<file path="config.mk">
export PLATFORM = sky130hd
export DESIGN_NAME = pp_front_end
export DESIGN_NICKNAME = d
export VERILOG_FILES = /design/src/verilog/pp_pkg.sv /design/src/verilog/pp_sync_fifo.sv /design/src/verilog/pp_source_arb.sv /design/src/verilog/pp_credit_tracker.sv /design/src/verilog/pp_chunk_splitter.sv /design/src/verilog/pp_front_end.sv
export SDC_FILE = /design/constraint.sdc
export NUM_CORES = 1
export LEC_CHECK = 0
export BUFFER_PORTS_ARGS = -buffer_cell sky130_fd_sc_hd__buf_2
export CAP_MARGIN = 5
export CORE_MARGIN = 2
export CORE_UTILIZATION = 50
export DETAILED_ROUTE_END_ITERATION = 8
export PLACE_DENSITY = 0.8
export SLEW_MARGIN = 20
export SYNTH_ARGS = -nofsm -noshare
export SYNTH_HDL_FRONTEND = slang
export SYNTH_SLANG_ARGS = --single-unit
</file>
<file path="constraint.sdc">
create_clock -name clk -period 14.8 [get_ports clk]
set_input_delay 0.74 -clock clk [delete_from_list [all_inputs] [get_ports clk]]
set_output_delay 0.74 -clock clk [all_outputs]
set_load 0.05 [all_outputs]
</file>
<file path="src/verilog/pp_pkg.sv">
// --------------------
// path parser package
// shared widths, word types and the splitter state encoding
// --------------------

package pp_pkg;

   localparam int DATA_W = 64;                 // header word width
   localparam int PLEN_LSB = DATA_W - 8;       // path length byte sits in the top byte

   localparam int LEN_W = 5;                   // chunk length in words
   localparam int BUF_WORDS = 16;              // path buffer capacity
   localparam int CREDIT_W = 5;                // holds 0 to BUF_WORDS
   localparam int LEN_FIFO_DEPTH_W = 2;        // four chunks in flight

   typedef logic [DATA_W-1:0] pp_word_t;
   typedef logic [LEN_W-1:0] pp_len_t;
   typedef logic [CREDIT_W-1:0] pp_credit_t;

   // splitter FSM
   typedef enum logic [1:0] {
      ST_IDLE,                                 // waiting for a first word
      ST_PATH,                                 // path chunk words
      ST_INST,                                 // instruction chunk words
      ST_DROP                                  // swallow the rest of a dropped packet
   } split_state_t;

endpackage

</file>
<file path="src/verilog/pp_sync_fifo.sv">
// --------------------
// small synchronous FIFO
// first-word-fall-through, head entry always on dout
// --------------------

`timescale 1ns/1ps

module pp_sync_fifo #(
   parameter int WIDTH = 8,
   parameter int DEPTH_W = 2
) (
   input  logic             clk,
   input  logic             rst,
   input  logic             wr,
   input  logic [WIDTH-1:0] din,
   input  logic             rd,
   output logic [WIDTH-1:0] dout,
   output logic             empty,
   output logic             full
);

   localparam int DEPTH = 1 << DEPTH_W;

   logic [WIDTH-1:0] mem [DEPTH];
   logic [DEPTH_W-1:0] wr_ptr;
   logic [DEPTH_W-1:0] rd_ptr;
   logic [DEPTH_W:0] count;
   logic do_wr;
   logic do_rd;

   assign do_wr = wr & ~full;                  // write to a full fifo is dropped
   assign do_rd = rd & ~empty;
   assign empty = (count == '0);
   assign full = (count == (DEPTH_W+1)'(DEPTH));
   assign dout = mem[rd_ptr];

   always_ff @(posedge clk) begin
      if (do_wr) begin
         mem[wr_ptr] <= din;
      end
   end

   always_ff @(posedge clk) begin
      if (rst) begin
         wr_ptr <= '0;
         rd_ptr <= '0;
         count <= '0;
      end else begin
         if (do_wr) wr_ptr <= wr_ptr + 1'b1;
         if (do_rd) rd_ptr <= rd_ptr + 1'b1;
         if (do_wr && !do_rd) count <= count + 1'b1;
         else if (do_rd && !do_wr) count <= count - 1'b1;
      end
   end

endmodule

</file>
<file path="src/verilog/pp_source_arb.sv">
// --------------------
// header source arbiter
// whole-packet alternating grant between auth and local sources
// --------------------

`timescale 1ns/1ps

module pp_source_arb (
   input  logic             clk,
   input  logic             rst,
   input  logic             auth_valid,
   output logic             auth_ready,
   input  logic             auth_sop,
   input  logic             auth_eop,
   input  pp_pkg::pp_word_t auth_data,
   input  logic             auth_discard,
   input  logic             local_valid,
   output logic             local_ready,
   input  logic             local_sop,
   input  logic             local_eop,
   input  pp_pkg::pp_word_t local_data,
   output logic             arb_valid,
   input  logic             arb_ready,
   output logic             arb_sop,
   output logic             arb_eop,
   output pp_pkg::pp_word_t arb_data,
   output logic             arb_discard
);

   logic grant_auth;                           // 0 points to local
   logic in_pkt;
   logic auth_pick;
   logic local_pick;
   logic arb_xfer;

   // inside a packet the grant is locked, between packets the granted side has priority
   assign auth_pick = in_pkt ? grant_auth : (auth_valid & (grant_auth | ~local_valid));
   assign local_pick = in_pkt ? ~grant_auth : (local_valid & (~grant_auth | ~auth_valid));

   assign auth_ready = arb_ready & auth_pick;
   assign local_ready = arb_ready & local_pick;

   assign arb_valid = (auth_pick & auth_valid) | (local_pick & local_valid);
   assign arb_sop = auth_pick ? auth_sop : local_sop;
   assign arb_eop = auth_pick ? auth_eop : local_eop;
   assign arb_data = auth_pick ? auth_data : local_data;
   assign arb_discard = auth_pick & auth_discard;    // local packets never discard

   assign arb_xfer = arb_valid & arb_ready;

   always_ff @(posedge clk) begin
      if (rst) begin
         grant_auth <= 1'b0;
         in_pkt <= 1'b0;
      end else if (arb_xfer) begin
         if (arb_eop) begin
            in_pkt <= 1'b0;
            // hand over to the other side only if it is waiting
            grant_auth <= auth_pick ? ~local_valid : auth_valid;
         end else if (arb_sop) begin
            in_pkt <= 1'b1;
            grant_auth <= auth_pick;
         end
      end
   end

endmodule

</file>
<file path="src/verilog/pp_credit_tracker.sv">
// --------------------
// path buffer credit tracker
// free-word count, chunk lengths queued until the buffer returns them
// --------------------

`timescale 1ns/1ps

module pp_credit_tracker (
   input  logic               clk,
   input  logic               rst,
   input  logic               take,
   input  pp_pkg::pp_len_t    take_len,
   input  logic               path_done,
   output pp_pkg::pp_credit_t credits
);

   import pp_pkg::*;

   pp_len_t head_len;
   logic len_empty;
   logic len_full;
   logic give;
   pp_credit_t take_amt;
   pp_credit_t give_amt;

   assign give = path_done & ~len_empty;       // stray path_done is ignored
   assign take_amt = take ? pp_credit_t'(take_len) : '0;
   assign give_amt = give ? pp_credit_t'(head_len) : '0;

   pp_sync_fifo #(
      .WIDTH   (LEN_W),
      .DEPTH_W (LEN_FIFO_DEPTH_W)
   ) len_fifo_inst (
      .clk   (clk),
      .rst   (rst),
      .wr    (take),
      .din   (take_len),
      .rd    (give),
      .dout  (head_len),
      .empty (len_empty),
      .full  (len_full)
   );

   always_ff @(posedge clk) begin
      if (rst) begin
         credits <= pp_credit_t'(BUF_WORDS);
      end else if (!(take && len_full)) begin
         credits <= credits - take_amt + give_amt;    // both apply in one cycle
      end else begin
         credits <= credits + give_amt;        // no slot to remember the length
      end
   end

endmodule

</file>
<file path="src/verilog/pp_chunk_splitter.sv">
// --------------------
// path chunk splitter
// drop decision on the first word, path words then instruction words
// --------------------

`timescale 1ns/1ps

module pp_chunk_splitter (
   input  logic               clk,
   input  logic               rst,
   input  logic               arb_valid,
   output logic               arb_ready,
   input  logic               arb_sop,
   input  logic               arb_eop,
   input  pp_pkg::pp_word_t   arb_data,
   input  logic               arb_discard,
   output logic               path_valid,
   input  logic               path_ready,
   output logic               path_sop,
   output logic               path_eop,
   output pp_pkg::pp_word_t   path_data,
   output logic               inst_valid,
   input  logic               inst_ready,
   output logic               inst_sop,
   output logic               inst_eop,
   output pp_pkg::pp_word_t   inst_data,
   input  pp_pkg::pp_credit_t credits,
   output logic               take,
   output pp_pkg::pp_len_t    take_len
);

   import pp_pkg::*;

   split_state_t state;
   pp_len_t p_len;                             // latched path length
   pp_len_t word_cnt;                          // path words sent so far
   logic inst_first;
   logic [7:0] first_len;
   logic drop;
   logic path_free;
   logic inst_free;
   logic arb_xfer;
   logic first_xfer;
   logic path_load;
   logic inst_load;
   logic path_last;

   assign first_len = arb_data[DATA_W-1:PLEN_LSB];
   assign drop = arb_discard | (first_len > credits);
   assign take_len = first_len[LEN_W-1:0];

   // an output stage can take a word if empty or draining this cycle
   assign path_free = ~path_valid | path_ready;
   assign inst_free = ~inst_valid | inst_ready;

   always_comb begin
      case (state)
         ST_IDLE, ST_PATH: arb_ready = path_free;
         ST_INST:          arb_ready = inst_free;
         ST_DROP:          arb_ready = 1'b1;
         default:          arb_ready = 1'b0;
      endcase
   end

   assign arb_xfer = arb_valid & arb_ready;
   assign first_xfer = arb_xfer & arb_sop & (state == ST_IDLE);
   assign take = first_xfer & ~drop;
   assign path_load = take | (arb_xfer & (state == ST_PATH));
   assign inst_load = arb_xfer & (state == ST_INST);
   assign path_last = (state == ST_IDLE) ? (take_len == pp_len_t'(1))
                                         : ((word_cnt + 1'b1) == p_len);

   always_ff @(posedge clk) begin
      if (rst) begin
         state <= ST_IDLE;
         word_cnt <= '0;
         inst_first <= 1'b0;
      end else begin
         case (state)
            ST_IDLE: if (first_xfer) begin
               word_cnt <= pp_len_t'(1);
               if (drop) state <= arb_eop ? ST_IDLE : ST_DROP;
               else if (arb_eop) state <= ST_IDLE;
               else if (path_last) begin
                  state <= ST_INST;
                  inst_first <= 1'b1;
               end else state <= ST_PATH;
            end
            ST_PATH: if (arb_xfer) begin
               word_cnt <= word_cnt + 1'b1;
               if (arb_eop) state <= ST_IDLE;  // short packet ends the path chunk
               else if (path_last) begin
                  state <= ST_INST;
                  inst_first <= 1'b1;
               end
            end
            ST_INST: if (arb_xfer) begin
               inst_first <= 1'b0;
               if (arb_eop) state <= ST_IDLE;
            end
            ST_DROP: if (arb_xfer && arb_eop) state <= ST_IDLE;
            default: state <= ST_IDLE;
         endcase
      end
   end

   always_ff @(posedge clk) begin
      if (rst) begin
         path_valid <= 1'b0;
         inst_valid <= 1'b0;
      end else begin
         if (path_load) path_valid <= 1'b1;
         else if (path_ready) path_valid <= 1'b0;
         if (inst_load) inst_valid <= 1'b1;
         else if (inst_ready) inst_valid <= 1'b0;
      end
   end

   always_ff @(posedge clk) begin
      if (first_xfer) p_len <= take_len;
      if (path_load) begin
         path_data <= arb_data;
         path_sop <= (state == ST_IDLE);
         path_eop <= path_last | arb_eop;
      end
      if (inst_load) begin
         inst_data <= arb_data;
         inst_sop <= inst_first;
         inst_eop <= arb_eop;
      end
   end

endmodule

</file>
<file path="src/verilog/pp_front_end.sv">
// --------------------
// path parser front end
// arbiter, chunk splitter and path buffer credits
// --------------------

`timescale 1ns/1ps

module pp_front_end (
   input  logic               clk,
   input  logic               rst,
   input  logic               auth_valid,
   output logic               auth_ready,
   input  logic               auth_sop,
   input  logic               auth_eop,
   input  pp_pkg::pp_word_t   auth_data,
   input  logic               auth_discard,
   input  logic               local_valid,
   output logic               local_ready,
   input  logic               local_sop,
   input  logic               local_eop,
   input  pp_pkg::pp_word_t   local_data,
   output logic               path_valid,
   input  logic               path_ready,
   output logic               path_sop,
   output logic               path_eop,
   output pp_pkg::pp_word_t   path_data,
   output logic               inst_valid,
   input  logic               inst_ready,
   output logic               inst_sop,
   output logic               inst_eop,
   output pp_pkg::pp_word_t   inst_data,
   input  logic               path_done,
   output pp_pkg::pp_credit_t path_credits
);

   import pp_pkg::*;

   logic arb_valid;
   logic arb_ready;
   logic arb_sop;
   logic arb_eop;
   pp_word_t arb_data;
   logic arb_discard;
   logic take;
   pp_len_t take_len;

   pp_source_arb arb_inst (
      .clk          (clk),
      .rst          (rst),
      .auth_valid   (auth_valid),
      .auth_ready   (auth_ready),
      .auth_sop     (auth_sop),
      .auth_eop     (auth_eop),
      .auth_data    (auth_data),
      .auth_discard (auth_discard),
      .local_valid  (local_valid),
      .local_ready  (local_ready),
      .local_sop    (local_sop),
      .local_eop    (local_eop),
      .local_data   (local_data),
      .arb_valid    (arb_valid),
      .arb_ready    (arb_ready),
      .arb_sop      (arb_sop),
      .arb_eop      (arb_eop),
      .arb_data     (arb_data),
      .arb_discard  (arb_discard)
   );

   pp_chunk_splitter splitter_inst (
      .clk         (clk),
      .rst         (rst),
      .arb_valid   (arb_valid),
      .arb_ready   (arb_ready),
      .arb_sop     (arb_sop),
      .arb_eop     (arb_eop),
      .arb_data    (arb_data),
      .arb_discard (arb_discard),
      .path_valid  (path_valid),
      .path_ready  (path_ready),
      .path_sop    (path_sop),
      .path_eop    (path_eop),
      .path_data   (path_data),
      .inst_valid  (inst_valid),
      .inst_ready  (inst_ready),
      .inst_sop    (inst_sop),
      .inst_eop    (inst_eop),
      .inst_data   (inst_data),
      .credits     (path_credits),
      .take        (take),
      .take_len    (take_len)
   );

   pp_credit_tracker tracker_inst (
      .clk       (clk),
      .rst       (rst),
      .take      (take),
      .take_len  (take_len),
      .path_done (path_done),
      .credits   (path_credits)
   );

endmodule

</file>
After elaboration in Yosys (flattened, before gate mapping)
Memories as Yosys holds them, arrays and structs flattened. A register that Yosys moved wholly into a read port is not among the register bits. Cells that the tools add are included.

Add/subtract/negate cells: 8. Multipliers: 0. Div/mod/pow operators: 0. $lt $le $gt $ge: 1. Equality and inequality tests: 13. Shift operators: 0. Multiplexer cells: 47. Bitwise operators: 32. Reduce and logical (&&, ||, !) cells: 19.

Operators by type and width (number): $mux 64 (1); $mux 2 (13); $mux 5 (5); $mux 1 (22); $and 1x1->1 (16); $add 5x5->5 (2); $ne 2x1->1 const B (5); $pmux 5 s2 (1); $reduce_bool 2->1 (5); $gt 8x5->1 (1); $not 1->1 (8); $or 1x1->1 (8); $pmux 2 s4 (1); $mux 3 (2); $pmux 1 s3 (2); $reduce_and 6->1 (1); $add 5x1->5 const B (1); $eq 5x1->1 const B (1); $eq 5x5->1 (1); $reduce_and 5->1 (1); $sub 5x5->5 (1); $add 2x1->2 const B (2); $eq 2x2->1 const B (2); $logic_and 1x1->1 (4); other kinds (13) (14).

Register bits after elaboration: 161. Latch bits: 0. Memory bits (writable): 20. ROM bits: 0. Input bits: 140. Output and inout bits: 141. Word-level logic and storage cells: 139. Memories kept: 1.

Memory list: tracker_inst.len_fifo_inst.mem (words 4, bits a word 5, read ports 1, clocked after memory_dff 1, write ports 1, line pp_sync_fifo.sv:24) `logic [WIDTH-1:0] mem [DEPTH];`.

Depth between registers and ports, before layout
Depth after elaboration: 15. Depth in mapped cells: 25. Mapped depth without buffers: 23.

Hierarchy
Synthesis repeated with hierarchy kept, for this count alone.

Cell total of the unflattened synthesis: 513. Area total of the unflattened synthesis: 7913.8 µm².

Modules (own cells, without submodules): pp_chunk_splitter (instances 1, cells an instance 247, area each 4971.0 µm², sequential area each 4314.1 µm²); pp_sync_fifo (instances 1, cells an instance 73, area each 1176.1 µm², sequential area each 780.7 µm²); pp_source_arb (instances 1, cells an instance 113, area each 1107.3 µm², sequential area each 40.0 µm²); pp_credit_tracker (instances 1, cells an instance 80, area each 659.4 µm², sequential area each 100.1 µm²).

Least setup slack after synthesis
OpenSTA, ideal clock, no wires.

Path type: input -> register. From: input port auth_valid. To: register tracker_inst.credits[4]. Library setup time: 0.078 ns. Arrival: 4.860 ns. Data required time: 14.722 ns. Path slack: 9.862 ns. Cell stages on the path: 20. Buffers on the path: 1. Cell sequence: nor3b_2 or2_2 o22ai_1 ha_1 o21ai_0 a21oi_1 o31a_1 a2111o_1 or2_1 buf_2 nor2b_1 fa_1 fa_1 inv_1 a21o_1 a21oi_1 xor2_1 xnor2_1 o22ai_1 a32oi_1.

Elaborated cells between the ends (all ways): 24. Those cells by class: add/sub (2); order compare (1); mux (6); bitwise (14); reduce/logical (1).

RTL lines: from (decl) (line pp_front_end.sv:11) `input logic auth_valid,`; $and 1x1->1 * (line pp_source_arb.sv:37) `assign auth_pick = in_pkt ? grant_auth : (auth_valid & (grant_auth | ~local_valid));`; $mux 1 * (line pp_source_arb.sv:37); $mux 64 * (line pp_source_arb.sv:46) `assign arb_data = auth_pick ? auth_data : local_data;`; named net arb_data[58] (line pp_front_end.sv:42) `pp_word_t arb_data;`; $gt 8x5->1 (line pp_chunk_splitter.sv:49) `assign drop = arb_discard | (first_len > credits);`; $or 1x1->1 (line pp_chunk_splitter.sv:49); $not 1->1 (line pp_chunk_splitter.sv:67) `assign take = first_xfer & ~drop;`; $and 1x1->1 (line pp_chunk_splitter.sv:67); $mux 5 (line pp_credit_tracker.sv:27) `assign take_amt = take ? pp_credit_t'(take_len) : '0;`; $sub 5x5->5 (line pp_credit_tracker.sv:48) `credits <= credits - take_amt + give_amt;`; $add 5x5->5 (line pp_credit_tracker.sv:48); $mux 5 * (line pp_credit_tracker.sv:47) `end else if (!(take && len_full)) begin`; to (signal assigned) (line pp_credit_tracker.sv:46) `credits <= pp_credit_t'(BUF_WORDS);`; to (signal assigned) (line pp_credit_tracker.sv:48); to (signal assigned) (line pp_credit_tracker.sv:50) `credits <= credits + give_amt;`; to (decl) (line pp_credit_tracker.sv:14) `output pp_pkg::pp_credit_t credits`.

The timed path passes the listed nets; every way through them passes the cells marked *. A chain may end at the register's enable or synchronous reset.

Worst setup path in the final report
From: register arb_inst.grant_auth. To: register tracker_inst.credits[4].

Elaborated cells between the ends (all ways): 25. Those cells by class: add/sub (2); order compare (1); mux (6); bitwise (15); reduce/logical (1).

RTL lines: from (decl) (line pp_source_arb.sv:30) `logic grant_auth;`; from (signal assigned) (line pp_source_arb.sv:59) `grant_auth <= auth_pick ? ~local_valid : auth_valid;`; from (signal assigned) (line pp_source_arb.sv:62) `grant_auth <= auth_pick;`; $or 1x1->1 (line pp_source_arb.sv:37); $and 1x1->1 (line pp_source_arb.sv:37); $mux 1 * (line pp_source_arb.sv:37); $mux 64 * (line pp_source_arb.sv:46); named net arb_data[58] (line pp_front_end.sv:42); $gt 8x5->1 (line pp_chunk_splitter.sv:49); $or 1x1->1 (line pp_chunk_splitter.sv:49); $not 1->1 (line pp_chunk_splitter.sv:67); $and 1x1->1 (line pp_chunk_splitter.sv:67); $mux 5 (line pp_credit_tracker.sv:27); $sub 5x5->5 (line pp_credit_tracker.sv:48); $add 5x5->5 (line pp_credit_tracker.sv:48); $mux 5 * (line pp_credit_tracker.sv:47).

Marks and branches as above.

==> impl_metrics.ini <==
[detailed_routing]
dr.pass1.iters = 5
wirelength_microns = 19800
vias_per_cell = 5.19
drt_iter0_drc = 349
post_drt_wl_per_cell_microns = 18.7
dr_total_vias = 5496
drc = 0
ant_nets = 0

[critical_path]
cp.required_ps = 15150
rrSetupSlack_ps = 9050
reg2reg_depth = 19
timing_worst_setup_path_type = reg2reg
cp_slowest_cell = dfxtp_1
rr_endpoint = tracker_inst.credits[4]
crit_arrival_ps = 6100
end_kind = flop
crit_path_cell_trace = nor3_2 > or2_2 > o22ai_1 > ha_1 > o21ai_0 > a21oi_1 > o31a_1 > a2111o_1 > or2_1 > nor2b_1 > fa_1 > fa_1 > inv_1 > a21o_1 > a21oi_1 > xor2_1 > xnor2_1 > o22ai_1 > a32oi_1
r2r-start = arb_inst.grant_auth
cp-start-kind = flop
critPathBufInv = 1
critPathMaxFanout = 18
max_stage_delay_ps = 840
path_delay_family = compound AO/OA/AOI/OAI gates

[yosys]
synth.most_common_cell = edfxtp_1
yosysUniqueCellTypes = 58
yosysWarnings = 0
synth-async-reset-ratio_pct = 0
synth_common_cells = edfxtp_1, mux2_2, inv_1
synth.top_cell.area_share_pct = 58.6
syn_area_sq_um = 8040
dominantRegCellSynth = edfxtp_1
synth.largest_area_cell = edfxtp_1
netlist_instances = 547
synth_edf_count = 157
synth_nets = 717
synth.ff_latch_count = 183
avgSynthCellArea_sq_um = 14.7
synth_area_leaders = edfxtp_1, mux2_2, dfxtp_1
synth-seq-area-share_pct = 65.1

[min_path]
hold_depth = 0
hold_start = splitter_inst.inst_first
hp-class = reg2reg
whs_endpoint = splitter_inst.inst_sop

[grt]
grt_pass1_vias = 5332
grt_pass1_wl_microns = 28600
grtUsageTotal_pct = 22.7
grt_max_degree = 68
grt-ovfl-total = 0
grt_antenna_before_repair = 2

[pwr]
powerDensity_nw_per_um2 = 177
leakage_nw = 4.14
ir_worst_vdd_mv = 0.0890

[final_layout]
fin_util_pct = 64.7
layout.cells.non_filler = 1059
nets = 999
areaGrowthSynthToFinish_pct = 27.3
drive_gt1_share_pct = 46.3

[floorplan]
dieArea_sq_um = 17100
die_y_microns = 131
die_w_microns = 131
io_pins = 281
coreArea_sq_um = 15800
std_cell_rows = 46
start_util_pct = 50.8

[sta]
period_share_pct = 38.9
clock_skew_ps = 9.46
whs_ps = 438
setup_viol = 0
fmax_ghz = 0.174
fin_setup_tns_ps = 0
drv_slew = 0
hold_viol = 0
rsz0062_at_grt = no
fin_ws_ps = 9050
relSlewSlack_pct = 33.9
min_period_ps = 5750
tightest_slew_ps = 992

[outcome]
status = finished clean

[placement]
io_buffer_count = 280
routabilityCongestion = 0.863
dp_hpwl_microns = 14800
pre_cts_ws_ps = 8800
place_inst = 1026

[clock_network]
cts.sinks = 183
clockBufferDepth = 2
cts_tree = done
cts_buffers = 17
hold_buffers = 0
post_cts_buffers = 0
cts_resized = 0
cts.clk_slew.worst_paths_ps = 70
h-tree-depth = 4
cts-root-buf = clkbuf_16
clock_latency_ps = 430

[run]
drv_cap = 0
==> logic make-up (layout without fill, tap and decap cells) <==
logic type,Yosys count,count (layout),share of synthesized area [%]
muxes,80,80,11.2
xor gates and xnor gates,19,19,2.07
buffers and inverters,52,346,2.66
adders and majority gates,30,30,5.23
AOI/OAI and AO/OA,82,82,6.91
DFF,183,183,65.1
other,0,2,0
and+or+nand+nor,101,101,6.78
==> state kept, by name (all words and copies together), names as in the netlist, named ones only <==
signal                             count
arb_inst.grant_auth                    1
tracker_inst.credits                   5
splitter_inst.inst_sop                 1
tracker_inst.len_fifo_inst.rd_ptr      2
tracker_inst.len_fifo_inst.mem        20
splitter_inst.path_eop                 1
splitter_inst.inst_first               1
splitter_inst.path_sop                 1
splitter_inst.word_cnt                 5
splitter_inst.inst_valid               1
splitter_inst.path_data               64
splitter_inst.inst_eop                 1
tracker_inst.len_fifo_inst.count       3
splitter_inst.state                    2
arb_inst.in_pkt                        1
splitter_inst.p_len                    5
tracker_inst.len_fifo_inst.wr_ptr      2
splitter_inst.inst_data               64
splitter_inst.path_valid               1
==> cells in the final DEF (no fill, tap or decap), types with 11 or more instances in the layout <==
cell type and n:
nand2_1 18, o21ai_0 15, nor2_1 29, nor2b_1 14, clkbuf_16 17, edfxtp_1 157
xnor2_1 11, ha_1 24, dfxtp_1 26, a21oi_1 23, mux2_2 63, buf_2 280
inv_1 33, mux2i_1 15
==> where the power goes <==
part / internal [mW] / total (mW) / leakage, nW / switching [mW]
Clock: 0.250 / 0.442 / 0.279 / 0.192
Sequential: 0.677 / 0.713 / 1.64 / 0.0364
Combinational: 0.196 / 0.656 / 2.23 / 0.460
==> worst max path at each step <==
| stage | startpoint | to | slack [ps] | cells after the start |
|---|---|---|---|---|
| after floorplan | auth_valid | tracker_inst.credits[4] | 9860 | 20 |
| after global placement | auth_valid | tracker_inst.credits[4] | 9000 | 20 |
| after detailed placement | auth_valid | tracker_inst.credits[4] | 8800 | 20 |
| after CTS | arb_inst.grant_auth | tracker_inst.credits[4] | 9070 | 19 |
| after global routing | arb_inst.grant_auth | tracker_inst.credits[4] | 8610 | 19 |
| final | arb_inst.grant_auth | tracker_inst.credits[4] | 9050 | 19 |
==> cell type report <==
class | instances | area [sq um]
clock buffers | 18 | 429
flip-flops and latches | 183 | 5240
multi-input cells | 312 | 2610
well taps | 216 | 270
inverters | 33 | 124
clock inverters | 13 | 145
diodes | 2 | 5.00
fillers | 1209 | 5590
repair buffers | 282 | 1420
==> layer usage <==
layer | wire length [microns] | up-vias | track usage [%]
met3 | 1440 | 44 | 5.78
met4 | 588 | 0 | 10.0
met2 | 10400 | 228 | 40.7
met5 | 0 | - | 0
met1 | 7340 | 2616 | 25.6
li1 | - | 2608 | -
==> metrics by stage <==
step / area [sq um] / power [mW]
global route: 10200 / 1.89
global placement: 9660 / 1.37
detailed placement: 9660 / 1.38
floorplan: 8040 / 1.22
finish: 10200 / 1.81
CTS: 10200 / 1.82
No activity file was read; power rests on OpenSTA's default activity.
